`src/verilog/pri_icache_pkg.sv`:
```
/*
 * Shared geometry localparams of the instruction cache,
 * address field types and the controller state encoding
 */

package pri_icache_pkg;

   //////////////////////////////////////////////////
   // Geometry
   //////////////////////////////////////////////////

   localparam int FETCH_ADDR_WIDTH = 32;
   // One line holds exactly one fetch word
   localparam int FETCH_DATA_WIDTH = 128;
   localparam int NB_WAYS          = 4;
   localparam int CACHE_SIZE       = 4096;

   // Byte offset inside a line
   localparam int OFFSET_WIDTH     = $clog2(FETCH_DATA_WIDTH / 8);
   localparam int NB_SETS          = CACHE_SIZE / (NB_WAYS * FETCH_DATA_WIDTH / 8);
   localparam int SET_WIDTH        = $clog2(NB_SETS);
   localparam int SET_LSB          = OFFSET_WIDTH;
   // Full tag, everything above the set index
   localparam int TAG_LSB          = SET_LSB + SET_WIDTH;
   localparam int TAG_WIDTH        = FETCH_ADDR_WIDTH - TAG_LSB;

   //////////////////////////////////////////////////
   // Types
   //////////////////////////////////////////////////

   typedef logic [FETCH_ADDR_WIDTH-1:0] fetch_addr_t;
   typedef logic [FETCH_DATA_WIDTH-1:0] line_data_t;
   typedef logic [SET_WIDTH-1:0]        set_idx_t;
   typedef logic [TAG_WIDTH-1:0]        tag_t;
   typedef logic [NB_WAYS-1:0]          way_vec_t;
   typedef logic [$clog2(NB_WAYS)-1:0]  way_idx_t;

   // Controller states
   typedef enum logic [2:0] {IDLE, LOOKUP, REFILL, BYPASS, FLUSH} ctrl_state_e;

endpackage

```
`src/verilog/pri_icache_tag_bank.sv`:
```
/*
 * Tag array of one way with a flip-flop valid vector
 * and a single cycle clear of all valid bits
 */

`timescale 1ns/1ps

module pri_icache_tag_bank
   import pri_icache_pkg::*;
(
   input  logic     clk,
   input  logic     arst_n_i,
   input  logic     req_i,
   input  logic     we_i,
   input  set_idx_t set_i,
   input  tag_t     wdata_i,
   input  logic     clear_i,
   output tag_t     rdata_o,
   output logic     valid_o
);

   tag_t               tag_mem [NB_SETS];
   logic [NB_SETS-1:0] valid_q;

   // Valid bits and their read register
   always_ff @(posedge clk or negedge arst_n_i)
   begin
      if (!arst_n_i)
      begin
         valid_q <= '0;
         valid_o <= 1'b0;
      end
      else
      begin
         if (clear_i)
            valid_q <= '0;
         else if (req_i && we_i)
            valid_q[set_i] <= 1'b1;
         if (req_i && !we_i)
            valid_o <= valid_q[set_i];
      end
   end

   // Tag storage, synchronous read
   always_ff @(posedge clk)
   begin
      if (req_i && we_i)
         tag_mem[set_i] <= wdata_i;
      else if (req_i)
         rdata_o <= tag_mem[set_i];
   end

endmodule

```
`config.mk`:
```
export PLATFORM = sky130hd
export DESIGN_NAME = pri_icache_tag_bank
export DESIGN_NICKNAME = d
export VERILOG_FILES = /design/src/verilog/pri_icache_pkg.sv /design/src/verilog/pri_icache_tag_bank.sv
export SDC_FILE = /design/constraint.sdc
export NUM_CORES = 1
export LEC_CHECK = 0
export BUFFER_PORTS_ARGS = -buffer_cell sky130_fd_sc_hd__clkbuf_2
export CAP_MARGIN = 20
export CORE_AREA = 8 8 348 350
export CTS_BUF_LIST = sky130_fd_sc_hd__clkbuf_8 sky130_fd_sc_hd__clkbuf_16
export DETAILED_ROUTE_END_ITERATION = 12
export DIE_AREA = 0 0 356 358
export PLACE_DENSITY_LB_ADDON = 0.08
export RECOVER_POWER = 100
export SETUP_SLACK_MARGIN = 0.4
export SYNTH_ARGS = -nofsm -noshare
export SYNTH_HDL_FRONTEND = slang
export SYNTH_SLANG_ARGS = --single-unit
```
`constraint.sdc`:
```
create_clock -name clk -period 5.3 [get_ports clk]
set_input_delay 0.53 -clock clk [delete_from_list [all_inputs] [get_ports clk]]
set_output_delay 0.53 -clock clk [all_outputs]
set_load 0.01 [all_outputs]
```
# --- After elaboration in Yosys (flattened, before gate mapping) ---
# Memories as Yosys holds them, arrays and structs flattened. A register that Yosys moved wholly into a read port is not among the register bits.
# Cells that the tools add are included.
classes:
  bitwise_logic: 2
  n_mux: 8
  reduce_logical: 6
  order_cmp: 2
ops:
  columns: ["operator", "count"]
  rows:
  - ["64-bit two-way mux", 2]
  - ["64-bit OR", 1]
  - ["6-bit by 7-bit < comparator with 1-bit output, second input constant", 1]
  - ["1-bit binary-select mux with 6-bit select", 1]
  - ["1-bit demux with 6-bit select", 1]
  - ["6-bit by 1-bit greater-or-equal comparator with 1-bit output, second input constant", 1]
  - ["1-bit two-way mux", 4]
  - ["1-bit logical AND", 3]
  - ["2-bit AND reduction", 1]
  - ["2-bit nonzero test", 1]
  - ["1-bit logical NOT", 1]
  - ["1-bit inverter", 1]
totals:
  elab_cells: 21
  ram_bits: 1408
  register_bits: 65
  out_inout_bits: 23
  input_bits: 33
  mem_count: 1
memory_table:
  columns: ["name", "words", "width", "read_ports", "rd_clocked_by_memory_dff", "write_ports", "line_no", "source"]
  rows:
  - ["tag_mem", 64, 22, 1, 1, 1, "pri_icache_tag_bank.sv:22", "tag_t tag_mem [NB_SETS];"]

# --- Logic depth before layout (Yosys ltp) ---
logic_depth:
  word_depth: 7
  ltp_mapped: 11
  mapped_depth_nobuf: 6

# --- Worst setup path after synthesis ---
# OpenSTA, ideal clock, no wires.
synth_path:
  kind: "input port to flip-flop"
  startpoint: "in set_i[0]"
  endpoint: "mem tag_mem[60][0] (netlist bit), enable pin"
  setup_time_ns: 0.402
  arrival_ns: 2.801
  t_required_ns: 4.898
  n_path_buf: 4
  cell_stages: 7
  path_slack_ns: 2.097
  path_cell_list: "buf_6 > buf_6 > nor2_1 > clkbuf_1 > clkbuf_1 > nand3_1 > nor2_1"
synth_rtl:
  columns: ["item", "line_no", "source"]
  rows:
  - ["from (decl)", "pri_icache_tag_bank.sv:15", "input set_idx_t set_i,"]
  - ["to (decl)", "pri_icache_tag_bank.sv:22", null]
# Straight into the memory's write port.

# --- Final worst setup path ---
layout_path:
  startpoint: "in set_i[0]"
  endpoint: "mem tag_mem[50][3] (netlist bit), enable pin"
# Straight into the memory's write port.

==> summary.md <==
| Metric | Value |
|---|---|
| Iter 0 DRT Violations | 5455 |
| Register area | 44600 µm² |
| I/O Buffers | 55 |
| Post_cts resized | 0 |
| Rel. slew slack | -174% |
| Worst Tran Pin Value | 4.12 ns |
| Fin crit period | 4.40 ns |
| Net Count, Synth | 3140 |
| Critical path fanouts, max | 53 |
| Max cap viols | 72 |
| Hold crit path type | in2async |
| CTS H-tree depth | 4 |
| Chip Width | 356 µm |
| Remaining antenna violation count after routing | 0 |
| Setup Slack @ Placement | 1.15 ns |
| Synthesized area | 57200 µm² |
| Post-DP HPWL | 111000 µm |
| Routability cong. | 0.918 |
| Synth area leader | edfxtp_1 |
| Synth cell types | 55 |
| Vias in the first global route | 32500 |
| Area occupied by multi-input gates | 11800 µm² |
| Synth top area share | 75.0% |
| Ys Warns | 0 |
| FMAX | 227 MHz |
| Rows | 125 |
| DR vias/cell | 6.77 |
| Biggest cell delay along the critical path | 1.08 ns |
| Clk_skew | 0.0310 ns |
| Residual DRC | 0 |
| Post-synth top flop | edfxtp_1 |
| Setup crit start kind | input port |
| Worst setup path class | in2reg |
| Largest net degree at the start of global routing | 65 |
| Register area share after synthesis | 77.9% |
| Synth cell count leaders | 1430 x edfxtp_1, 296 x nor2_1, 221 x a221oi_1, 131 x mux4_2, 121 x mux2i_1 |
| Status | finished, violations left |
| Share of post-route cells with drive strength above 1 | 18.5% |
| Failing checks | max-capacitance violations, max-slew violations |
| Flops & latches, synth | 1495 |
| Non-filler cells, final | 4970 |
| CTS Sinks | 1495 |
| Setup violators final | 0 |
| Nets | 3350 |
| Fraction of registers with async set/reset | 4.35% |
| CTS buffer count | 155 |
| Peak VDD IR | 0.316 mV |
| Drt pass-1 iters | 6 |
| First-pass GRT wire length | 262000 µm |
| Post-synth EDFFs | 1430 |
| Post-Syn Area per Cell | 18.4 µm² |
| Final wirelength | 190000 µm |
| CP endpoint kind | register |
| Setup Buffers After CTS | 0 |
| Routed WL per cell | 38.3 µm |
| DR vias | 33600 |
| TNS Setup | 0 ns |
| CP max stage cell | clkbuf_1 |
| Post-CTS Hold Buffers | 1 |
| Fillers | 8939 |
| Synth area leaders | edfxtp_1 75%, mux4_2 5.2%, a221oi_1 3.4% |
| Worst-path clk slew | 0.06 ns |
| Leak pwr | 21.0 nW |
| Fin. max-slew vios | 2602 |
| PD cells | 386 nW/µm² |
| Fin crit share | 83.0% |
| Unrepaired setup endpoints after global routing | false |
| Fin util | 56.1% |
| Mapped Cells | 3107 |
| Root Driver | clkbuf_16 |
| Grt ovf | 0 |
| Most frequent cell after synthesis | edfxtp_1 |
| Core Box Area | 115000 µm² |
| CP arrival | 4.75 ns |
| Area grow syn2layout | 13.2% |
| Placed insts | 4683 |
| Die Area | 127000 µm² |
| CTS tree | yes |
| Starting Density | 49.6% |
| Final hold vios | 0 |
| Cell-by-cell trace of the critical path | buf_8 -> nand2b_1 -> nor2_1 -> clkbuf_1 -> nand2_1 -> nor2_1 -> clkbuf_1 |
| Tot GR Track Use | 29.4% |
| Setup WS post-layout | 0.899 ns |
| Die height | 358 µm |
| Io pins | 56 |
| Clk buf depth | 3 |
| Worst-Skew Late Latency | 0.76 ns |
| Critical Path RT | 5.65 ns |
| Initial antenna violation count | 12 |
-- cell type report --
type | instances | share of cell area, %
inverter | 3 | 0.0270
multi-input combinational | 1401 | 18.2
sequential | 1495 | 68.8
tap | 1524 | 2.94
clock inverter | 113 | 1.17
antenna | 3 | 0.0116
timing repair buffer | 261 | 2.46
clock buffer | 170 | 6.38
-- per-stage QoR --
stage	total power, mW	cell area [µm²]	hold WS, ns
3_5_place_dp	14.7	60400	0.352
5_1_grt	25.6	64800	0.258
4_1_cts	25.1	65200	0.0901
2_1_floorplan	13.9	57200	0.234
6_report	25.0	64800	0.230
3_3_place_gp	14.7	60400	0.348
-- power by group --
group	internal, mW	leakage [nW]	total (mW)	switching [mW]
Combinational	0.385	4.62	1.46	1.07
Clock	5.98	2.57	10.5	4.52
Sequential	13.0	13.8	13.1	0.0305
-- metal layers --
metal | vias up | track usage (%) | part of all wire [%]
li1 | 13200 | - | -
met1 | 17600 | 40.2 | 38
met2 | 2306 | 44.6 | 45
met3 | 475 | 6.93 | 11
met4 | 4 | 14.0 | 5.5
met5 | - | 0 | 0.027
-- flip-flops by register name, summed over array words and instances (netlist names) --
register	cells
valid_o	1
valid_q	64
rdata_o	22
tag_mem	1408
-- cells in the final DEF (no fill, tap or decap), drive strengths merged, types with 3 or more instances in the layout --
| cell | synthesis | layout |
|---|---|---|
| a211oi | 9 | 9 |
| a21oi | 49 | 49 |
| a221o | 24 | 24 |
| a221oi | 221 | 221 |
| a222oi | 9 | 9 |
| a22o | 25 | 25 |
| a22oi | 66 | 66 |
| a31oi | 4 | 4 |
| and2 | 8 | 8 |
| and3 | 4 | 4 |
| buf | 134 | 108 |
| bufinv | 0 | 8 |
| clkbuf | 74 | 322 |
| clkinv | 0 | 51 |
| clkinvlp | 0 | 4 |
| dfrtp | 65 | 65 |
| diode | 0 | 3 |
| edfxtp | 1430 | 1430 |
| inv | 3 | 53 |
| mux2 | 84 | 84 |
| mux2i | 121 | 121 |
| mux4 | 131 | 131 |
| nand2 | 101 | 101 |
| nand2b | 5 | 5 |
| nand3 | 9 | 9 |
| nand4 | 5 | 5 |
| nor2 | 296 | 296 |
| nor2b | 8 | 8 |
| nor3 | 4 | 4 |
| o2111ai | 3 | 3 |
| o211ai | 6 | 6 |
| o21ai | 87 | 87 |
| o21ba | 6 | 6 |
| o221ai | 18 | 18 |
| o22a | 6 | 6 |
| o22ai | 54 | 54 |
| o2bb2ai | 7 | 7 |
| or3 | 3 | 3 |
| or4 | 11 | 11 |
-- critical path: cells and delay by family --
kind,cells,cell delay [ns]
buf+inv,3,2.00
simple gates,4,2.06
-- path summary, 6_finish.rpt --
kind	slack [ns]	endpoint	start	cells past startpoint
worst max-delay path	0.90	tag_mem[50][3]	set_i[0]	7
worst min-delay path	0.23	valid_q[61]	arst_n_i	2
worst max register to register	2.39	rdata_o[5]	tag_mem[52][5]	4
worst min register to register	0.50	valid_q[39]	valid_q[39]	2
max in group asynchronous	2.60	valid_q[38]	arst_n_i	3
min in group clk	0.38	rdata_o[4]	we_i	2
-- cell families (layout without fill, tap and decap cells) --
| logic type | count (synthesis) | after routing | synth area share [%] |
|---|---|---|---|
| AO/OA/AOI/OAI | 606 | 606 | 8.05 |
| buffers and inverters | 211 | 547 | 1.85 |
| flip-flops | 1495 | 1495 | 77.9 |
| multiplexers | 336 | 336 | 8.93 |
| other | 0 | 3 | 0 |
| AND/OR/NAND/NOR | 459 | 459 | 3.29 |
Power figures use the tool's default switching activity.
