## src/verilog/pri_icache_pkg.sv

```systemverilog
/*
 * Shared geometry localparams of the instruction cache,
 * address field types and the controller state encoding
 */

package pri_icache_pkg;

   //////////////////////////////////////////////////
   // Geometry
   //////////////////////////////////////////////////

   localparam int FETCH_ADDR_WIDTH = 32;
   // One line holds exactly one fetch word
   localparam int FETCH_DATA_WIDTH = 128;
   localparam int NB_WAYS          = 4;
   localparam int CACHE_SIZE       = 4096;

   // Byte offset inside a line
   localparam int OFFSET_WIDTH     = $clog2(FETCH_DATA_WIDTH / 8);
   localparam int NB_SETS          = CACHE_SIZE / (NB_WAYS * FETCH_DATA_WIDTH / 8);
   localparam int SET_WIDTH        = $clog2(NB_SETS);
   localparam int SET_LSB          = OFFSET_WIDTH;
   // Full tag, everything above the set index
   localparam int TAG_LSB          = SET_LSB + SET_WIDTH;
   localparam int TAG_WIDTH        = FETCH_ADDR_WIDTH - TAG_LSB;

   //////////////////////////////////////////////////
   // Types
   //////////////////////////////////////////////////

   typedef logic [FETCH_ADDR_WIDTH-1:0] fetch_addr_t;
   typedef logic [FETCH_DATA_WIDTH-1:0] line_data_t;
   typedef logic [SET_WIDTH-1:0]        set_idx_t;
   typedef logic [TAG_WIDTH-1:0]        tag_t;
   typedef logic [NB_WAYS-1:0]          way_vec_t;
   typedef logic [$clog2(NB_WAYS)-1:0]  way_idx_t;

   // Controller states
   typedef enum logic [2:0] {IDLE, LOOKUP, REFILL, BYPASS, FLUSH} ctrl_state_e;

endpackage

```

## src/verilog/pri_icache_refill_port.sv

```systemverilog
/*
 * Refill port, holds a request until granted
 * and registers the memory response
 */

`timescale 1ns/1ps

module pri_icache_refill_port
   import pri_icache_pkg::*;
(
   input  logic        clk,
   input  logic        arst_n_i,
   input  logic        refill_start_i,
   input  fetch_addr_t refill_addr_i,
   input  logic        refill_gnt_i,
   input  logic        refill_r_valid_i,
   input  line_data_t  refill_r_data_i,
   output logic        refill_req_o,
   output fetch_addr_t refill_addr_o,
   output logic        refill_done_o,
   output line_data_t  refill_data_o
);

   logic        req_q;
   fetch_addr_t addr_q;
   logic        done_q;
   line_data_t  data_q;

   // Start goes out at once, the register keeps it up until the grant
   assign refill_req_o  = refill_start_i | req_q;
   assign refill_addr_o = req_q ? addr_q : refill_addr_i;

   // Response stage, always accepted
   assign refill_done_o = done_q;
   assign refill_data_o = data_q;

   always_ff @(posedge clk or negedge arst_n_i)
   begin
      if (!arst_n_i)
      begin
         req_q  <= 1'b0;
         done_q <= 1'b0;
      end
      else
      begin
         req_q  <= refill_req_o & ~refill_gnt_i;
         done_q <= refill_r_valid_i;
      end
   end

   always_ff @(posedge clk)
   begin
      if (refill_start_i)
         addr_q <= refill_addr_i;
      // Data stays until the next response
      if (refill_r_valid_i)
         data_q <= refill_r_data_i;
   end

endmodule

```

## config.mk

```make
export PLATFORM = sky130hd
export DESIGN_NAME = pri_icache_refill_port
export DESIGN_NICKNAME = d
export VERILOG_FILES = /design/src/verilog/pri_icache_pkg.sv /design/src/verilog/pri_icache_refill_port.sv
export SDC_FILE = /design/constraint.sdc
export NUM_CORES = 1
export LEC_CHECK = 0
export ABC_AREA = 1
export BUFFER_PORTS_ARGS = -buffer_cell sky130_fd_sc_hd__clkbuf_2
export CORE_AREA = 2 2 125 127
export DETAILED_ROUTE_END_ITERATION = 8
export DIE_AREA = 0 0 127 129
export HOLD_SLACK_MARGIN = 0.03
export PLACE_DENSITY = 0.74
export SETUP_SLACK_MARGIN = 0.4
export SYNTH_ARGS = -nofsm -noshare
export SYNTH_HDL_FRONTEND = slang
export SYNTH_SLANG_ARGS = --single-unit
```

## constraint.sdc

```tcl
create_clock -name clk -period 1.35 [get_ports clk]
set_clock_uncertainty 0.2 [all_clocks]
set_input_delay 0.135 -clock clk [delete_from_list [all_inputs] [get_ports clk]]
set_output_delay 0.135 -clock clk [all_outputs]
set_load 0.01 [all_outputs]
```

# Word-level counts from Yosys, hierarchy flattened
# Index checks and enable logic that the tools add are counted.
# op_classes
muxes	1
bitwise_logic	3
# op_table
operator	count
2-to-1 mux 32 bit	1
AND 1 bit	1
NOT 1 bit	1
OR 1 bit	1
# totals
regBits	162
in_bits	165

# Longest topological paths before layout
# Gate-level depths: netlist of the first run.
# logic_depth
word_depth	2
depth_mapped	5
depth_no_buf	3

# Worst setup path after synthesis of the first run
# OpenSTA, ideal clock, no wires.
# synth_path
path_type	register -> output
startpoint	reg req_q
endpoint	out refill_addr_o[0]
arrival_ns	0.805
path_slack_ns	0.210
path_stages_with_launch	6
path_buffers	2
cell_sequence	dfrtp_1 buf_6 inv_8 buf_8 nand2_1 nand2_1
# synth_via
elab_chain_cells	1
# synth_rtl
element	line_no	text
from (decl)	pri_icache_refill_port.sv:24	logic req_q;
from (signal assigned)	pri_icache_refill_port.sv:46	req_q <= refill_req_o & ~refill_gnt_i;
2-to-1 mux 32 bit	pri_icache_refill_port.sv:31	assign refill_addr_o = req_q ? addr_q : refill_addr_i;
to (decl)	pri_icache_refill_port.sv:19	output fetch_addr_t refill_addr_o,
# No other way between the ends.

# Worst setup path after layout of the first run
# layout_path
startpoint	reg req_q
endpoint	out refill_addr_o[16]
# Same word-level chain as after synthesis.

==> out/qor.txt, run 1 <==
status - complete, but fails checks
failing checks - hold timing, setup timing
Area Overhead vs Synth - 92.1%
Via density - 4.59
final setup vio count - 33
Seq/Total Area, Yosys - 91.1%
clock insertion delay at the later pin of the skew report - 0.40 ns
main flop type after synthesis - edfxtp_1
multi-input logic area - 633 µm²
Final nets - 954
sequential share of power - 49.0%
worst-margin pin slew - 0.285 ns
Slew HR - 81.0%
IO Pins - 327
GPL Wtd Cong - 0.850
fin util - 68.4%
worst slack, placed - -0.000737 ns
Placed Area - 7340 µm²
FP Rows - 45
Worst Path Arrival - 1.39 ns
most common cell in the netlist - edfxtp_1
Max Freq - 0.580 GHz
post-synth top area share - 90.1%
CP Class - reg2out
layout cells sized above 1 - 56.2%
crit end category - primary output
area of the mapped netlist - 5330 µm²
Crit path required time - 1.01 ns
CP max FO - 8
Syn Nets - 434
Leak - 4.53 nW
Synth async-reset ratio - 1.23%
CTS buffer count - 17
switching portion of total power - 23.8%
ranking of synthesized cells by area - edfxtp_1 90%, nand2_1 6.3%, dfrtp_1 0.94%
Gate power share - 15.8%
post-route minimum period - 1.72 ns
drt total wl - 19500 µm
TNS Setup - -11.66 ns
port bufs - 326
1st-pass router iterations - 4
Commonest cells post-synth - 160 x edfxtp_1, 89 x nand2_1, 7 x nand2_2
clock sink count - 162
Hold Violations, Final - 10
DRC - 0
Tightest Hold Check Type - in2reg
Setup WS post-layout - -0.373 ns
Post-synth EDFFs - 160
pwr dens - 1230 nW/µm²
per-cell routed wire length - 19.7 µm
Starting DRT DRC Count - 217
die area - 16400 µm²
CP startpoint kind - flop
Die H - 129 µm
sw power - 0.00299 W
Die W - 127 µm
Final ANT Viol Nets - 0
dpl hpwl - 10600 µm
clock-pin slew on the worst setup and hold paths - 0.06 ns
Syn Inst Count - 269
CORE AREA - 15000 µm²
Final Instance Area - 10200 µm²
met3 usage - 7.07%
Clock power frac - 35.3%
Avg Synthesized Cell Area - 19.8 µm²
VDD IR max - 1.17 mV
#FFs+latches synth - 162
Top Usage Layer GRT - met2
total congestion overflow - 0
met1 usage in global routing - 23.2%
CTS tree - yes
clock root cell - clkbuf_16
FILL cells - 939
most area-hungry cell type in the Yosys netlist - edfxtp_1
total power - 0.0126 W
largest net degree at the start of global routing - 43
GR Util met2 - 41.6%
crit share post-route - 128%
vias in the first global route - 4939
first-pass GRT wire length - 26600 µm
Longest Clk Path Bufs - 2
post-synth cell types - 10
GR Util All Layers - 22.0%
RSZ-0062 raised after global routing - true
H-tree levels - 4
via count - 4544
Initial Util - 35.6%
Final Max Tran Viols - 0
Internal Pwr Total - 0.00960 W
yosys warns - 0
Max-Cap Viols - 0
initial antenna violation count - 1
hold slack final - -0.0956 ns
Sequential Area - 4860 µm²
==> critical path: stages, from the launching register on <==
cell	delay, ns
dfrtp_2	0.44
buf_4	0.19
inv_6	0.10
nand2_1	0.08
nand2_2	0.05
clkbuf_2	0.12
==> cell usage in the layout (no fill, tap or decap), drive strengths merged <==
cell and count:
edfxtp 160, nor2 2, diode 1, bufinv 1
dfrtp 2, nand2 96, clkinv 8, inv 7
clkbuf 209, clkinvlp 1, buf 152, dlygate4sd3 163
==> kinds of logic (layout without fill, tap and decap cells) <==
group / count (synthesis) / count (layout) / share of synthesized area (%)
other cells: 0 / 1 / 0
simple gates: 98 / 98 / 7.23
buf+inv: 9 / 541 / 1.69
flops: 162 / 162 / 91.1
==> repair_timing <==
action / 4_1_cts / 5_1_grt
buffers inserted: 4 / 0
cloned: 5 / 1
hold endpoints to repair: 178 / 14
hold buffers: 163 / 1
endpoints found under the setup margin: 163 / 165
pin swaps: 2 / 9
resized for setup: 33 / 237
==> final timing paths <==
path / cells past startpoint / slack, ns / from / to
max in group asynchronous: 3 / 0.43 / arst_n_i / req_q
min: 1 / -0.1 / refill_r_valid_i / refill_data_o[43]
min reg2reg: 3 / 0.65 / req_q / req_q
max reg2reg: 3 / 0.19 / req_q / req_q
min in group asynchronous: 3 / 0.41 / arst_n_i / req_q
max: 5 / -0.37 / req_q / refill_addr_o[16]
==> cell type report <==
class	instances	share of cell area, %
flip-flops and latches	162	47.4
repair buffers	505	38.3
multi-input cells	98	6.18
clock buffers	19	4.23
well taps	188	2.30
clock inverters	12	1.05
repair inverters	3	0.354
inverters	2	0.147
diodes	1	0.0244
==> metal layers <==
metal / routed length, µm / up-vias
li1: - / 2022
met1: 6880 / 2247
met2: 10800 / 228
met3: 1320 / 47
met4: 457 / 0
met5: 0 / -
==> state kept, by name, indices dropped and copies added (netlist names) <==
register       cells
req_q              1
addr_q            32
refill_data_o    128
refill_done_o      1
==> power groups by stage <==
stage	registers (W)	logic (W)	clock network, W
after floorplan	0.00635	0.000247	0
after global placement	0.00619	0.00119	0
after detailed placement	0.00620	0.00122	0
after CTS	0.00611	0.00170	0.00448
after global routing	0.00620	0.00209	0.00471
final	0.00617	0.00198	0.00444
==> through the flow <==
step,std cells,hold WS (ns)
after global routing,990,-0.124
after global placement,785,-0.276
after CTS,988,-0.126
after detailed placement,785,-0.276
after floorplan,269,-0.361
final,990,-0.0956
Note: power is estimated with default switching activity, not from simulation.
==> inputs of run 2 (changes only) <==
--- a/config.mk
+++ b/config.mk
@@ -12,7 +12,7 @@
 export DIE_AREA = 0 0 127 129
 export HOLD_SLACK_MARGIN = 0.03
 export PLACE_DENSITY = 0.74
-export SETUP_SLACK_MARGIN = 0.4
+export SETUP_SLACK_MARGIN = 0.2
 export SYNTH_ARGS = -nofsm -noshare
 export SYNTH_HDL_FRONTEND = slang
 export SYNTH_SLANG_ARGS = --single-unit
==> constraint.sdc (replaced) <==
create_clock -name clk -period 1.35 [get_ports clk]
set_clock_uncertainty 0.2 [all_clocks]
set_input_delay 0.27 -clock clk [delete_from_list [all_inputs] [get_ports clk]]
set_output_delay 0.27 -clock clk [all_outputs]
set_load 0.01 [all_outputs]
==> out/qor.txt, run 2 (synthesis gave the netlist of run 1 again) <==
status - complete, but fails checks
failing checks - hold timing, setup timing
Initial Util - 35.6% (unchanged)
GPL Wtd Cong - 0.834 (-1.9%)
met1 usage in global routing - 22.9% (-0.37 points)
Leak - 4.34 nW (-4.1%)
met3 usage - 7.57% (+0.50 points)
GR Util met2 - 41.8% (+0.22 points)
sw power - 0.00300 W (+0.19%)
VDD IR max - 0.828 mV (-29%)
post-route minimum period - 1.82 ns (+0.0967 ns)
crit share post-route - 135% (+7.2 points)
sequential share of power - 48.6% (-0.4 points)
Worst Hold End - refill_data_o[14]
initial antenna violation count - 0 (-1)
reg2reg start - req_q
Longest Clk Path Bufs - 2 (unchanged)
clock root cell - clkbuf_16
Worst Path Arrival - 1.35 ns (-0.04 ns)
most frequent cells in the layout - 317 x clkbuf_2, 163 x dlygate4sd3_1, 160 x edfxtp_1, 55 x nand2_2, 38 x nand2_1
Die W - 127 µm (unchanged)
commonest non-fill, non-tap cell in the layout - clkbuf_2
CTS buffer count - 17 (unchanged)
Final Instance Area - 9730 µm² (-5.0%)
CP startpoint kind - flop
TNS Setup - -22.02 ns (-10.36 ns)
Area Overhead vs Synth - 82.5%
hold slack final - -0.00535 ns (+0.0903 ns)
reg2reg setup slack - 0.16 ns (-0.03 ns)
layout cells sized above 1 - 54.4% (-1.8 points)
reg2reg end - req_q
drt total wl - 18300 µm (-6.0%)
clock insertion delay at the later pin of the skew report - 0.41 ns (about the same)
Max-Cap Viols - 0 (unchanged)
max reg flops - 128 (unchanged)
H-tree levels - 4 (unchanged)
Final nets - 955 (+0.10%)
RSZ-0062 raised after global routing - true
worst r2r path cells - 5 (+2)
CTS tree - yes
CP Class - reg2out
hold_sp - refill_r_valid_i
Top Usage Layer GRT - met2
CP max FO - 8 (unchanged)
Final ANT Viol Nets - 0 (unchanged)
first-pass GRT wire length - 26900 µm (+1.1%)
IO Pins - 327 (unchanged)
Starting DRT DRC Count - 239 (+10%)
worst slack, placed - -0.114 ns (-0.113 ns)
via count - 4546 (+0.044%)
FP Rows - 45 (unchanged)
dpl hpwl - 11100 µm (+4.1%)
Final Max Tran Viols - 0 (unchanged)
clock-pin slew on the worst setup and hold paths - 0.07 ns (about the same)
DRC - 0 (unchanged)
Die H - 129 µm (unchanged)
Internal Pwr Total - 0.00959 W (-0.13%)
hold path cells - 1 (unchanged)
Slew HR - 86.4% (+5.4 points)
clock sink count - 162 (unchanged)
Via density - 4.59 (about the same)
per-cell routed wire length - 18.5 µm (-6.1%)
largest net degree at the start of global routing - 36 (-16%)
crit end category - primary output
die area - 16400 µm² (unchanged)
Tightest Hold Check Type - in2reg
GR Util All Layers - 22.3% (+0.29 points)
1st-pass router iterations - 4 (unchanged)
Crit path required time - 0.88 ns (-0.13 ns)
Clock power frac - 37.7% (+2.4 points)
total congestion overflow - 0 (unchanged)
CORE AREA - 15000 µm² (unchanged)
vias in the first global route - 5006 (+1.4%)
port bufs - 326 (unchanged)
pwr dens - 1290 nW/µm² (+5.2%)
Max Freq - 0.549 GHz (-5.3%)
Hold Violations, Final - 3 (-7)
final setup vio count - 162 (+390%)
Setup WS post-layout - -0.470 ns (-0.0967 ns)
switching portion of total power - 23.8% (+0.058 points)
Gate power share - 13.7% (-2.1 points)
worst-margin pin slew - 0.204 ns (-0.0810 ns)
Placed Area - 7380 µm² (+0.51%)
[run 2: cell types whose count changed in the layout (fill, tap and decap cells not counted), sizes merged]
cell / previous run / this run
clkinv: 8 / 6
bufinv: 1 / 2
clkbuf: 209 / 334
buf: 152 / 26
inv: 7 / 9
clkinvlp: 1 / 2
[run 2: timing repair]
| item | 4_1_cts | 5_1_grt |
|---|---|---|
| setup endpoints to repair | 162 | 166 |
| pin swaps | 1 | 0 |
| buffers inserted | 1 | 0 |
| hold buffers | 163 | 1 |
| gates cloned | 3 | 0 |
| resized for setup | 22 | 16 |
| endpoints found under the hold margin | 166 | 4 |
[run 2: area by class of cell]
cell class	instances	area [µm²]
Timing Repair Buffer	506	3470
Antenna cell	1	2.50
Inverter	2	20.0
Multi-Input combinational cell	98	536
Sequential cell	162	4850
Clock inverter	14	156
Timing Repair inverter	3	31.3
Fill cell	980	5250
Tap cell	188	235
Clock buffer	17	425
[run 2: critical path: stages, from the launching register on]
cell and delay [ns]:
dfrtp_1 0.40, buf_6 0.18, inv_8 0.10, nand2_1 0.08
nand2_2 0.06, clkbuf_2 0.13
[run 2: worst max path at each step]
stage	startpoint	to	slack [ns]
final	req_q	refill_addr_o[18]	-0.47
after global routing	req_q	refill_addr_o[18]	-0.53
after CTS	req_q	refill_addr_o[20]	-0.50
after detailed placement	req_q	refill_addr_o[21]	-0.11
after global placement	req_q	refill_addr_o[22]	-0.07
after floorplan	req_q	refill_addr_o[0]	0.08
[run 2: per-stage QoR]
stage,util [%],instances,power [W]
4_1_cts,64.7,990,0.0126
3_3_place_gp,49.3,792,0.00739
2_1_floorplan,-,269,0.00659
6_report,65.0,991,0.0126
3_5_place_dp,49.3,792,0.00744
5_1_grt,64.9,990,0.0130
[run 2: power groups by stage]
stage,Clock [W],Sequential [W],Combinational (W)
3_5_place_dp,0,0.00619,0.00125
4_1_cts,0.00481,0.00610,0.00168
3_3_place_gp,0,0.00618,0.00122
2_1_floorplan,0,0.00635,0.000246
6_report,0.00474,0.00612,0.00173
5_1_grt,0.00501,0.00615,0.00183
[run 2: per-layer routing]
| metal | share of wire, % | up-vias |
|---|---|---|
| met1 | 34 | 2233 |
| li1 | - | 2022 |
| met4 | 2.6 | 0 |
| met3 | 8.1 | 37 |
| met5 | 0 | - |
| met2 | 55 | 254 |
